===== src/source/core_isa_pkg.sv =====
`default_nettype none

package core_isa_pkg;

  // Fixed 12-bit codes, decoded from the full view of the word
  localparam logic [11:0] ENC_INC_SP = 12'hFDB;
  localparam logic [11:0] ENC_DEC_SP = 12'hFCB;

  // Opcode bytes of the instructions that carry an operand nibble n
  localparam logic [7:0] ENC_INC_M = 8'hF6;  // INC Mn
  localparam logic [7:0] ENC_DEC_M = 8'hF7;  // DEC Mn
  localparam logic [7:0] ENC_LD_AI = 8'hE0;  // LD A,i
  localparam logic [7:0] ENC_LD_MA = 8'hE8;  // LD Mn,A

  // Execution lengths in clock edges, counted from the accepting edge
  localparam int CYC_SHORT = 5;
  localparam int CYC_LONG  = 7;
  localparam int CNT_W     = $clog2(CYC_LONG + 1);

  // Opcode plus operand view of an instruction word
  typedef struct packed {
    logic [7:0] opcode;
    logic [3:0] n;  // RAM address or immediate
  } op_fields_t;

  // One word, read either as a whole code or as opcode and operand
  typedef union packed {
    logic [11:0] full;
    op_fields_t  opn;
  } instr_u;

  typedef enum logic [2:0] {
    OP_NOP,
    OP_INC_M,
    OP_DEC_M,
    OP_INC_SP,
    OP_DEC_SP,
    OP_LD_AI,
    OP_LD_MA
  } op_e;

  // Decoded controls for one instruction
  typedef struct packed {
    op_e        op;
    logic [3:0] n;
    logic       mem_rd;   // Operand nibble is read from RAM
    logic       mem_wr;   // Result goes back to RAM
    logic       long_op;  // Read-modify-write takes the long sequence
  } ctl_t;

endpackage

`default_nettype wire


===== src/source/core_bus_pkg.sv =====
`default_nettype none

package core_bus_pkg;

  // Widest program counter the state struct carries
  localparam int PC_WIDTH_DEF = 12;

  // Host step request, held stable while req is high
  typedef struct packed {
    core_isa_pkg::instr_u instr;
  } step_req_t;

  // Debug access to the data RAM, honoured only while the core is idle
  typedef struct packed {
    logic       en;
    logic       we;     // 1 writes wdata, 0 reads into dbg_rdata
    logic [3:0] addr;
    logic [3:0] wdata;
  } dbg_req_t;

  // Architectural state as seen by the host
  typedef struct packed {
    logic [PC_WIDTH_DEF-1:0] pc;
    logic [3:0]              a;
    logic [7:0]              sp;
    logic                    c;  // Carry, or borrow after DEC Mn
    logic                    z;
  } core_state_t;

endpackage

`default_nettype wire


===== src/source/step_sequencer.sv =====
`default_nettype none

module step_sequencer (
  input  logic                     clk,
  input  logic                     rst_n,
  input  logic                     req,
  input  core_bus_pkg::step_req_t  step_req,
  output logic                     ack,
  output logic                     busy,
  output core_isa_pkg::instr_u     instr,
  input  core_isa_pkg::ctl_t       ctl,
  output logic                     rd_stb,
  output logic                     wb_stb
);
  import core_isa_pkg::*;

  typedef enum logic [1:0] {
    S_IDLE,
    S_EXEC,
    S_DONE
  } seq_state_e;

  seq_state_e       state_q;
  logic [CNT_W-1:0] cnt;
  logic [CNT_W-1:0] cyc_len;
  logic             last_cyc;

  // Length follows the decode of the latched word, so it is stable in S_EXEC
  assign cyc_len  = ctl.long_op ? CNT_W'(CYC_LONG) : CNT_W'(CYC_SHORT);
  assign last_cyc = (cnt == cyc_len - CNT_W'(1));

  // The accepting edge is count 1, ack rises on the edge that makes it cyc_len
  always_ff @(posedge clk) begin
    if (!rst_n) begin
      state_q <= S_IDLE;
      cnt     <= '0;
      ack     <= 1'b0;
      instr   <= '0;
    end else begin
      case (state_q)
        S_IDLE: begin
          if (req) begin
            instr   <= step_req.instr;  // Word stays put for the whole sequence
            cnt     <= CNT_W'(1);
            state_q <= S_EXEC;
          end
        end
        S_EXEC: begin
          cnt <= cnt + CNT_W'(1);
          if (last_cyc) begin
            ack     <= 1'b1;
            state_q <= S_DONE;
          end
        end
        S_DONE: begin
          // Holding req here only stalls, nothing is executed again
          if (!req) begin
            ack     <= 1'b0;
            state_q <= S_IDLE;
          end
        end
        default: state_q <= S_IDLE;
      endcase
    end
  end

  // RAM data for the latched address is available by count 2
  assign rd_stb = (state_q == S_EXEC) && (cnt == CNT_W'(2));
  assign wb_stb = (state_q == S_EXEC) && last_cyc;  // Registers update with ack

  // Idle only once the host has dropped req and ack is back low
  assign busy = req || (state_q != S_IDLE);

endmodule

`default_nettype wire


===== src/source/instr_decoder.sv =====
`default_nettype none

module instr_decoder (
  input  core_isa_pkg::instr_u instr,
  output core_isa_pkg::ctl_t   ctl
);
  import core_isa_pkg::*;

  always_comb begin
    ctl        = '0;
    ctl.op     = OP_NOP;
    ctl.n      = instr.opn.n;  // Low nibble is the operand whenever there is one

    // Whole-word codes first so FDB and FCB never hit the opcode table
    if (instr.full == ENC_INC_SP) begin
      ctl.op = OP_INC_SP;
    end else if (instr.full == ENC_DEC_SP) begin
      ctl.op = OP_DEC_SP;
    end else begin
      case (instr.opn.opcode)
        ENC_INC_M: begin
          ctl.op      = OP_INC_M;
          ctl.mem_rd  = 1'b1;
          ctl.mem_wr  = 1'b1;
          ctl.long_op = 1'b1;
        end
        ENC_DEC_M: begin
          ctl.op      = OP_DEC_M;
          ctl.mem_rd  = 1'b1;
          ctl.mem_wr  = 1'b1;
          ctl.long_op = 1'b1;
        end
        ENC_LD_AI: begin
          ctl.op = OP_LD_AI;  // Immediate travels in n
        end
        ENC_LD_MA: begin
          ctl.op     = OP_LD_MA;
          ctl.mem_wr = 1'b1;
        end
        default: begin
          // Anything else runs as a short NOP
          ctl.op = OP_NOP;
        end
      endcase
    end
  end

endmodule

`default_nettype wire


===== src/source/core_datapath.sv =====
`default_nettype none

module core_datapath #(
  parameter int PC_WIDTH = 12
) (
  input  logic                      clk,
  input  logic                      rst_n,
  input  core_isa_pkg::ctl_t        ctl,
  input  logic                      rd_stb,
  input  logic                      wb_stb,
  output logic [3:0]                ram_addr,
  output logic                      ram_we,
  output logic [3:0]                ram_wdata,
  input  logic [3:0]                ram_rdata,
  output core_bus_pkg::core_state_t state
);
  import core_isa_pkg::*;

  logic [PC_WIDTH-1:0] pc;
  logic [3:0]          a;
  logic [7:0]          sp;
  logic                c;
  logic                z;

  logic [3:0] opnd;     // RAM nibble captured in the read phase
  logic [4:0] alu_sum;  // Bit 4 is carry for INC and borrow for DEC
  logic       alu_zero;

  // Operand nibble is sampled once, in the read phase
  always_ff @(posedge clk) begin
    if (rd_stb && ctl.mem_rd) begin
      opnd <= ram_rdata;
    end
  end

  always_comb begin
    if (ctl.op == OP_DEC_M) begin
      alu_sum = {1'b0, opnd} - 5'd1;
    end else begin
      alu_sum = {1'b0, opnd} + 5'd1;
    end
    alu_zero = (alu_sum[3:0] == 4'h0);
  end

  assign ram_addr  = ctl.n;
  assign ram_we    = wb_stb && ctl.mem_wr;
  assign ram_wdata = (ctl.op == OP_LD_MA) ? a : alu_sum[3:0];

  always_ff @(posedge clk) begin
    if (!rst_n) begin
      pc <= '0;
      a  <= '0;
      sp <= '0;
      c  <= 1'b0;
      z  <= 1'b0;
    end else if (wb_stb) begin
      pc <= pc + PC_WIDTH'(1);  // Every instruction, NOP included
      case (ctl.op)
        OP_INC_M, OP_DEC_M: begin
          c <= alu_sum[4];
          z <= alu_zero;
        end
        OP_INC_SP: sp <= sp + 8'd1;
        OP_DEC_SP: sp <= sp - 8'd1;
        OP_LD_AI:  a  <= ctl.n;
        default: begin
          // LD Mn,A only writes RAM and a NOP only moves PC
        end
      endcase
    end
  end

  // A narrower PC is zero-extended into the state struct
  always_comb begin
    state                = '0;
    state.pc[PC_WIDTH-1:0] = pc;
    state.a              = a;
    state.sp             = sp;
    state.c              = c;
    state.z              = z;
  end

endmodule

`default_nettype wire


===== src/source/data_ram.sv =====
`default_nettype none

module data_ram (
  input  logic                   clk,
  input  logic [3:0]             addr,
  input  logic                   we,
  input  logic [3:0]             wdata,
  output logic [3:0]             rdata,
  input  core_bus_pkg::dbg_req_t dbg,
  output logic [3:0]             dbg_rdata,
  input  logic                   busy
);

  logic [3:0] mem [16];
  logic       dbg_ok;

  // The host reaches the array only between steps
  assign dbg_ok = dbg.en && !busy;

  always_ff @(posedge clk) begin
    // Core writes happen only while busy, so the two never collide
    if (we) begin
      mem[addr] <= wdata;
    end else if (dbg_ok && dbg.we) begin
      mem[dbg.addr] <= dbg.wdata;
    end
  end

  // Both read ports are registered, one cycle from address to data
  always_ff @(posedge clk) begin
    rdata <= mem[addr];
    if (dbg_ok && !dbg.we) begin
      dbg_rdata <= mem[dbg.addr];  // Holds the last read between strobes
    end
  end

endmodule

`default_nettype wire


===== src/source/nib_core_top.sv =====
`default_nettype none

module nib_core_top #(
  parameter int PC_WIDTH = 12
) (
  input  logic                      clk,
  input  logic                      rst_n,
  input  logic                      req,
  input  core_bus_pkg::step_req_t   step_req,
  output logic                      ack,
  input  core_bus_pkg::dbg_req_t    dbg,
  output logic [3:0]                dbg_rdata,
  output core_bus_pkg::core_state_t state
);
  import core_isa_pkg::*;

  instr_u     instr;
  ctl_t       ctl;
  logic       busy;
  logic       rd_stb;
  logic       wb_stb;
  logic [3:0] ram_addr;
  logic       ram_we;
  logic [3:0] ram_wdata;
  logic [3:0] ram_rdata;

  // Handshake, latched instruction and phase strobes
  step_sequencer u_step_sequencer (
    .clk      (clk),
    .rst_n    (rst_n),
    .req      (req),
    .step_req (step_req),
    .ack      (ack),
    .busy     (busy),
    .instr    (instr),
    .ctl      (ctl),
    .rd_stb   (rd_stb),
    .wb_stb   (wb_stb)
  );

  instr_decoder u_instr_decoder (
    .instr (instr),
    .ctl   (ctl)
  );

  core_datapath #(
    .PC_WIDTH (PC_WIDTH)
  ) u_core_datapath (
    .clk       (clk),
    .rst_n     (rst_n),
    .ctl       (ctl),
    .rd_stb    (rd_stb),
    .wb_stb    (wb_stb),
    .ram_addr  (ram_addr),
    .ram_we    (ram_we),
    .ram_wdata (ram_wdata),
    .ram_rdata (ram_rdata),
    .state     (state)
  );

  // Debug port is locked out whenever the sequencer reports busy
  data_ram u_data_ram (
    .clk       (clk),
    .addr      (ram_addr),
    .we        (ram_we),
    .wdata     (ram_wdata),
    .rdata     (ram_rdata),
    .dbg       (dbg),
    .dbg_rdata (dbg_rdata),
    .busy      (busy)
  );

endmodule

`default_nettype wire


===== config.mk =====
export PLATFORM = sky130hd
export DESIGN_NAME = nib_core_top
export DESIGN_NICKNAME = d
export VERILOG_FILES = /design/src/source/core_isa_pkg.sv /design/src/source/core_bus_pkg.sv /design/src/source/step_sequencer.sv /design/src/source/instr_decoder.sv /design/src/source/core_datapath.sv /design/src/source/data_ram.sv /design/src/source/nib_core_top.sv
export SDC_FILE = /design/constraint.sdc
export NUM_CORES = 1
export LEC_CHECK = 0
export BUFFER_PORTS_ARGS = -buffer_cell sky130_fd_sc_hd__buf_2
export CAP_MARGIN = 0
export CORE_ASPECT_RATIO = 1.75
export CORE_MARGIN = 4
export CORE_UTILIZATION = 60
export DETAILED_ROUTE_END_ITERATION = 8
export PLACE_DENSITY = 0.81
export SETUP_SLACK_MARGIN = 0.1
export SLEW_MARGIN = 20
export SYNTH_ARGS = -nofsm -noshare
export SYNTH_HDL_FRONTEND = slang
export SYNTH_SLANG_ARGS = --single-unit

===== constraint.sdc =====
create_clock -name clk -period 8.5 [get_ports clk]
set_clock_uncertainty 0.1 [all_clocks]
set_input_delay 1.275 -clock clk [delete_from_list [all_inputs] [get_ports clk]]
set_output_delay 1.275 -clock clk [all_outputs]
set_load 0.01 [all_outputs]

== Yosys cells after proc, flatten, opt, wreduce, memory -nomap -nowiden ==
Memory sizes are Yosys's and may differ from the RTL's. A register that Yosys moved wholly into a read port is not among the register bits.
Index checks and enable logic that the tools add are counted.

* Word-level logic and storage cells: 92
* Register bits: 48
* Memory bits (writable): 64
* Input port bits: 25
* Output and inout bits: 31
* Memories: 1

{| class="wikitable"
|+ Memory list
! memory !! words !! bits a word !! rd ports !! clocked after Yosys merged registers in !! wr ports !! RTL line !! RTL
|-
| u_data_ram.mem || 16 || 4 || 2 || 2 || 1 || data_ram.sv:14 || <nowiki>logic [3:0] mem [16];</nowiki>
|}

* Multiplexer cells: 28
* Equality and inequality tests: 19
* Add/subtract/negate cells: 7
* Reduce and logical (&&, ||, !) cells: 27

{| class="wikitable"
|+ Operator list
! kind !! number
|-
| $eq A8 B8 Y1 const B || 4
|-
| $eq A12 B12 Y1 const B || 2
|-
| $pmux W8 S2 || 1
|-
| $mux W3 || 5
|-
| $add A12 B1 Y12 const B || 1
|-
| $mux W4 || 3
|-
| $pmux W3 S4 || 1
|-
| $mux W1 || 10
|-
| $reduce_and A2 Y1 || 5
|-
| $eq A3 B2 Y1 const B || 3
|-
| $eq A3 B3 Y1 const B || 3
|-
| $add A8 B1 Y8 const B || 1
|-
| $mux W2 || 4
|-
| $reduce_bool A2 Y1 || 4
|-
| $sub A8 B1 Y8 const B || 1
|-
| $logic_and A1 B1 Y1 || 7
|-
| $pmux W2 S3 || 1
|-
| $pmux W3 S2 || 1
|-
| $reduce_and A3 Y1 || 2
|-
| $add A4 B1 Y5 const B || 1
|-
| $mux W5 || 1
|-
| $sub A4 B1 Y5 const B || 1
|-
| $logic_not A4 Y1 || 1
|-
| $ne A2 B2 Y1 const B || 2
|-
| other kinds (14) || 16
|}

== Logic depth before layout (Yosys ltp) ==
* Depth after elaboration: 14
* Depth in mapped cells: 13
* Depth with buffers taken out: 12

== Hierarchy ==
A second synthesis with hierarchy kept.

* Cells, all modules: 505
* Area total of the unflattened synthesis: 6080.8 µm²

{| class="wikitable"
|+ By module, submodules not included
! module !! cells each !! times used !! area an instance (µm²) !! seq. area each (µm²)
|-
| data_ram || 211 || 1 || 3450.8 || 2122.0
|-
| core_datapath || 185 || 1 || 1702.9 || 640.6
|-
| step_sequencer || 87 || 1 || 773.2 || 360.3
|-
| instr_decoder || 22 || 1 || 153.9 || 0.0
|}

== Worst setup path after synthesis ==
Ideal clock, no wire load.

* Kind: input to register
* Start: in dbg[4] in the netlist's numbering
* End: reg u_data_ram.dbg_rdata[0] (read register of u_data_ram.mem), data pin
* Data required time: 8.128 ns
* Setup slack: 5.338 ns
* Setup time: 0.272 ns
* Cell stages on the path: 3
* Path buffers: 1
* Data arrival time: 2.790 ns
* Cell sequence: clkbuf_1 > mux4_2 > mux4_2

{| class="wikitable"
|+ RTL lines
! what !! RTL line !! RTL
|-
| from (decl) || nib_core_top.sv:11 || <nowiki>input core_bus_pkg::dbg_req_t dbg,</nowiki>
|-
| to (decl) || data_ram.sv:10 || <nowiki>output logic [3:0] dbg_rdata,</nowiki>
|}

== Final worst setup path ==
* Start: reg u_step_sequencer.instr[1] in the netlist's numbering
* End: reg u_core_datapath.sp[7]

* Cells in the longest elaborated chain, start to end: 8
* Elaborated cells on any way between the ends: 15
* Classes of those cells: add/sub (1); eq/ne (5); mux (6); reduce/logical (3)

{| class="wikitable"
|+ RTL lines
! what !! RTL line !! RTL
|-
| from (decl) || step_sequencer.sv:10 || <nowiki>output core_isa_pkg::instr_u instr,</nowiki>
|-
| from (signal assigned) || step_sequencer.sv:43 || <nowiki>instr <= step_req.instr;</nowiki>
|-
| $eq A12 B12 Y1 || instr_decoder.sv:17 || <nowiki>end else if (instr.full == ENC_DEC_SP) begin</nowiki>
|-
| $mux W3 || instr_decoder.sv:17 ||
|-
| $mux W3 || instr_decoder.sv:15 || <nowiki>if (instr.full == ENC_INC_SP) begin</nowiki>
|-
| $mux W2 || step_sequencer.sv:29 || <nowiki>assign cyc_len = ctl.long_op ? CNT_W'(CYC_LONG) : CNT_W'(CYC_SHORT);</nowiki>
|-
| $sub A3 B1 Y3 || step_sequencer.sv:30 || <nowiki>assign last_cyc = (cnt == cyc_len - CNT_W'(1));</nowiki>
|-
| $eq A3 B3 Y1 || step_sequencer.sv:30 ||
|-
| $logic_and A1 B1 Y1 || step_sequencer.sv:69 || <nowiki>assign wb_stb = (state_q == S_EXEC) && last_cyc;</nowiki>
|-
| $reduce_and A2 Y1 (no source line) || -- ||
|-
| to (signal assigned) || core_datapath.sv:63 || <nowiki>OP_INC_SP: sp <= sp + 8'd1;</nowiki>
|-
| to (signal assigned) || core_datapath.sv:64 || <nowiki>OP_DEC_SP: sp <= sp - 8'd1;</nowiki>
|-
| to (decl) || core_datapath.sv:21 || <nowiki>logic [7:0] sp;</nowiki>
|}

Parallel ways exist; a longest one is shown, timed or not.
A chain may end at the register's enable or synchronous reset.

==> results.txt <==
top cell type's share of synthesized area = 36.2%
CTS Buf Count = 17
share of flip-flops with an asynchronous set or reset = 0%
number of synthesized flops with an enable pin = 72
most area-consuming cells after synthesis = edfxtp_1, dfxtp_1, mux4_2
CP Data Arrival Time = 3870 ps
worst min path class = reg -> reg
synth warn = 0
CTS Hold Buffers Added = 0
Pleak = 2.53 nW
TritonRoute pass-1 iters = 5
outcome = complete, no violations
H-tree depth = 4
fmax = 275 MHz
reg2reg start = u_step_sequencer.instr[1]
Top Usage Layer GRT = met2
P per Cell Area = 202 nW/um^2
Internal = 1.08 mW
Critical Path End = u_core_datapath.sp[7]
final routed DRC violation total = 0
GRT Total Usage = 24.7%
Placement Rows = 47
ys flop type = edfxtp_1
post-cts gate resize count = 0
Worst VDD drop = 0.000186 V
Final #Nets = 586
DR iter-0 viols = 281
met1 usage = 25.3%
# diodes = 0
wire length per cell = 20.0 um
post-synthesis sequential area ratio = 52.3%
Period minus WS final = 3630 ps
die width = 83.4 um
worst path required time = 8730 ps
layout cells sized above 1 = 23.5%
buffer depth of the longest clock path = 2
Final setup viols = 0
Cells after Synth = 501
met3 usage = 5.41%
slowest stage delay, CP = 760 ps
syn_area_per_cell = 11.9 um^2
FF+latch area = 3120 um^2
CTS tree = yes
met2 Use GR = 44.5%
setup bufs post-CTS = 0
hpwl dp = 10200 um
Syn Nets = 538
Comb power frac = 5.3%
Hold Vio Cnt, Final = 0
fin area = 6860 um^2
Slew Limit Fails = 0
Area after DPL = 6280 um^2
CP startpoint kind = flip-flop
TritonCTS Sinks = 120
Starting Density = 62.3%
sequential share of power = 45.8%
setup_tns = 0 ps
Slew headroom = 35.2%
drt via density = 6.21
worst skew pair latency = 410 ps
total detailed-routing wirelength = 13700 um
vias in the first global route = 4320
clock slew at reported path FFs = 50 ps
NetSw = 0.301 mW
Port Buffer Count = 55
Placeable Area = 9590 um^2
largest net degree at the start of global routing = 46
Yosys top cell by area = edfxtp_1
FF-to-FF setup slack = 4870 ps
die area = 11700 um^2
reg2reg path depth = 11
CP Cell Sequence = nand2_1 > nor4_1 > nand2b_1 > inv_1 > ha_1 > a21o_1 > a41oi_1 > and3_1 > nor3_1 > or4_1 > a21boi_1
Worst Path Max Fanout = 16
Final period util = 42.7%
Crit-path slowest cell = dfxtp_1
grt total ovfl = 0
Crit Path Class = reg -> reg
Multi-input gate area = 2670 um^2
Synth-to-Final Area Change = 15.0%
RSZ-0062 raised after global routing = false
first-pass GRT wire length = 22100 um
CTS root buf = clkbuf_16
vias = 4248
Post-Syn Area = 5970 um^2
max-cap violation count = 0
CP endpoint kind = flip-flop
initial antenna violation count = 0
Switching Share = 21.7%
reg2reg end = u_core_datapath.sp[7]
ANT nets after route = 0
Die H = 140 um
Worst Max-Slew Pin Slew = 971 ps
flops & latches, synth = 120
fillers = 643
io pins = 56
Netlist cell types = 54
Worst setup startpoint = u_step_sequencer.instr[1]
Final GP Congestion = 0.884
clock group share of total power = 48.9%
-- state kept, by name, summed over array words and instances (netlist names), 2 cells and up --
register and cells:
u_data_ram.mem 64, u_core_datapath.pc 12, u_step_sequencer.instr 12, u_core_datapath.sp 8, u_core_datapath.a 4, u_core_datapath.opnd 4
u_data_ram.dbg_rdata 4, u_data_ram.rdata 4, u_step_sequencer.cnt 3, u_step_sequencer.state_q 2
-- cells by family after synthesis --
logic type               count (synthesis)  share of synthesized area (%)
AND/OR/NAND/NOR                        191                           16.0
flip-flops                             120                           52.3
AO/OA/AOI/OAI                           73                           8.45
buffers and inverters                   44                           3.15
multiplexers                            43                           14.8
XOR/XNOR                                18                           2.64
adder cells (fa/ha/maj)                 12                           2.64
-- power by group through the flow --
stage	combinational, mW	sequential, mW	clock, mW
floorplan	0.0544	0.640	0
global placement	0.0713	0.645	0
detailed placement	0.0728	0.646	0
CTS	0.0733	0.634	0.683
global route	0.0800	0.635	0.711
finish	0.0738	0.634	0.676
-- per-stage QoR --
stage | util [%] | setup slack [ps] | power [mW] | hold slack (ps) | std cells
3_3_place_gp | 65.5 | 4860 | 0.717 | 288 | 652
2_1_floorplan | - | 5340 | 0.695 | 286 | 501
3_5_place_dp | 65.5 | 4730 | 0.719 | 291 | 652
6_report | 71.6 | 4870 | 1.38 | 305 | 684
4_1_cts | 71.5 | 4900 | 1.39 | 306 | 684
5_1_grt | 71.6 | 4530 | 1.43 | 310 | 684
-- layout make-up --
class	count	share of cell area (%)
Sequential cell	120	45.5
Multi-Input combinational cell	337	38.9
Inverter	16	0.875
Clock buffer	21	6.88
Timing Repair Buffer	57	4.23
Clock inverter	11	1.39
Tap cell	122	2.23
-- synth_stat cells, types with 8 or more instances --
cell and number:
a21boi_0 19, nor2_1 42, and3_1 8, and2_1 15, a31oi_1 10, a21oi_1 11
edfxtp_1 72, dfxtp_1 48, mux4_2 36, o21ai_0 10, nor2b_1 11, inv_1 16
nor3_1 8, nand2_1 68, clkbuf_1 18, nand3_1 9, ha_1 11, xnor2_1 12
-- worst min-delay path by stage --
| stage | from | endpoint | slack [ps] | depth (start not counted) |
|---|---|---|---|---|
| 2_1_floorplan | u_data_ram.rdata[0] | u_core_datapath.opnd[0] | 290 | 0 |
| 3_3_place_gp | u_data_ram.rdata[3] | u_core_datapath.opnd[3] | 290 | 0 |
| 3_5_place_dp | u_data_ram.rdata[1] | u_core_datapath.opnd[1] | 290 | 0 |
| 4_1_cts | u_data_ram.rdata[3] | u_core_datapath.opnd[3] | 310 | 0 |
| 5_1_grt | u_data_ram.rdata[3] | u_core_datapath.opnd[3] | 310 | 0 |
| 6_report | u_data_ram.rdata[3] | u_core_datapath.opnd[3] | 300 | 0 |
-- worst max-delay path, delay by kind of cell, from the launching register on --
family | cells | cell delay (ps)
AND/OR/NAND/NOR | 6 | 1640
flip-flops | 1 | 760
AO/OA/AOI/OAI | 3 | 570
adder cells (fa/ha/maj) | 1 | 270
buffers and inverters | 1 | 210
-- cells in the final DEF (no fill, tap or decap), types with 15 or more instances in the layout --
| cell type | instances |
|---|---|
| mux4_2 | 36 |
| edfxtp_1 | 72 |
| and2_1 | 15 |
| buf_2 | 55 |
| inv_1 | 16 |
| a21boi_0 | 19 |
| nand2_1 | 68 |
| dfxtp_1 | 48 |
| clkbuf_16 | 18 |
| nor2_1 | 42 |
-- per-layer routing --
metal | up-vias | routed length [um] | part of all wire (%)
li1 | 1957 | - | -
met1 | 2062 | 4650 | 34
met2 | 178 | 7460 | 54
met3 | 51 | 783 | 5.7
met4 | 0 | 805 | 5.9
met5 | - | 0 | 0
Note: power is estimated with default switching activity, not from simulation.
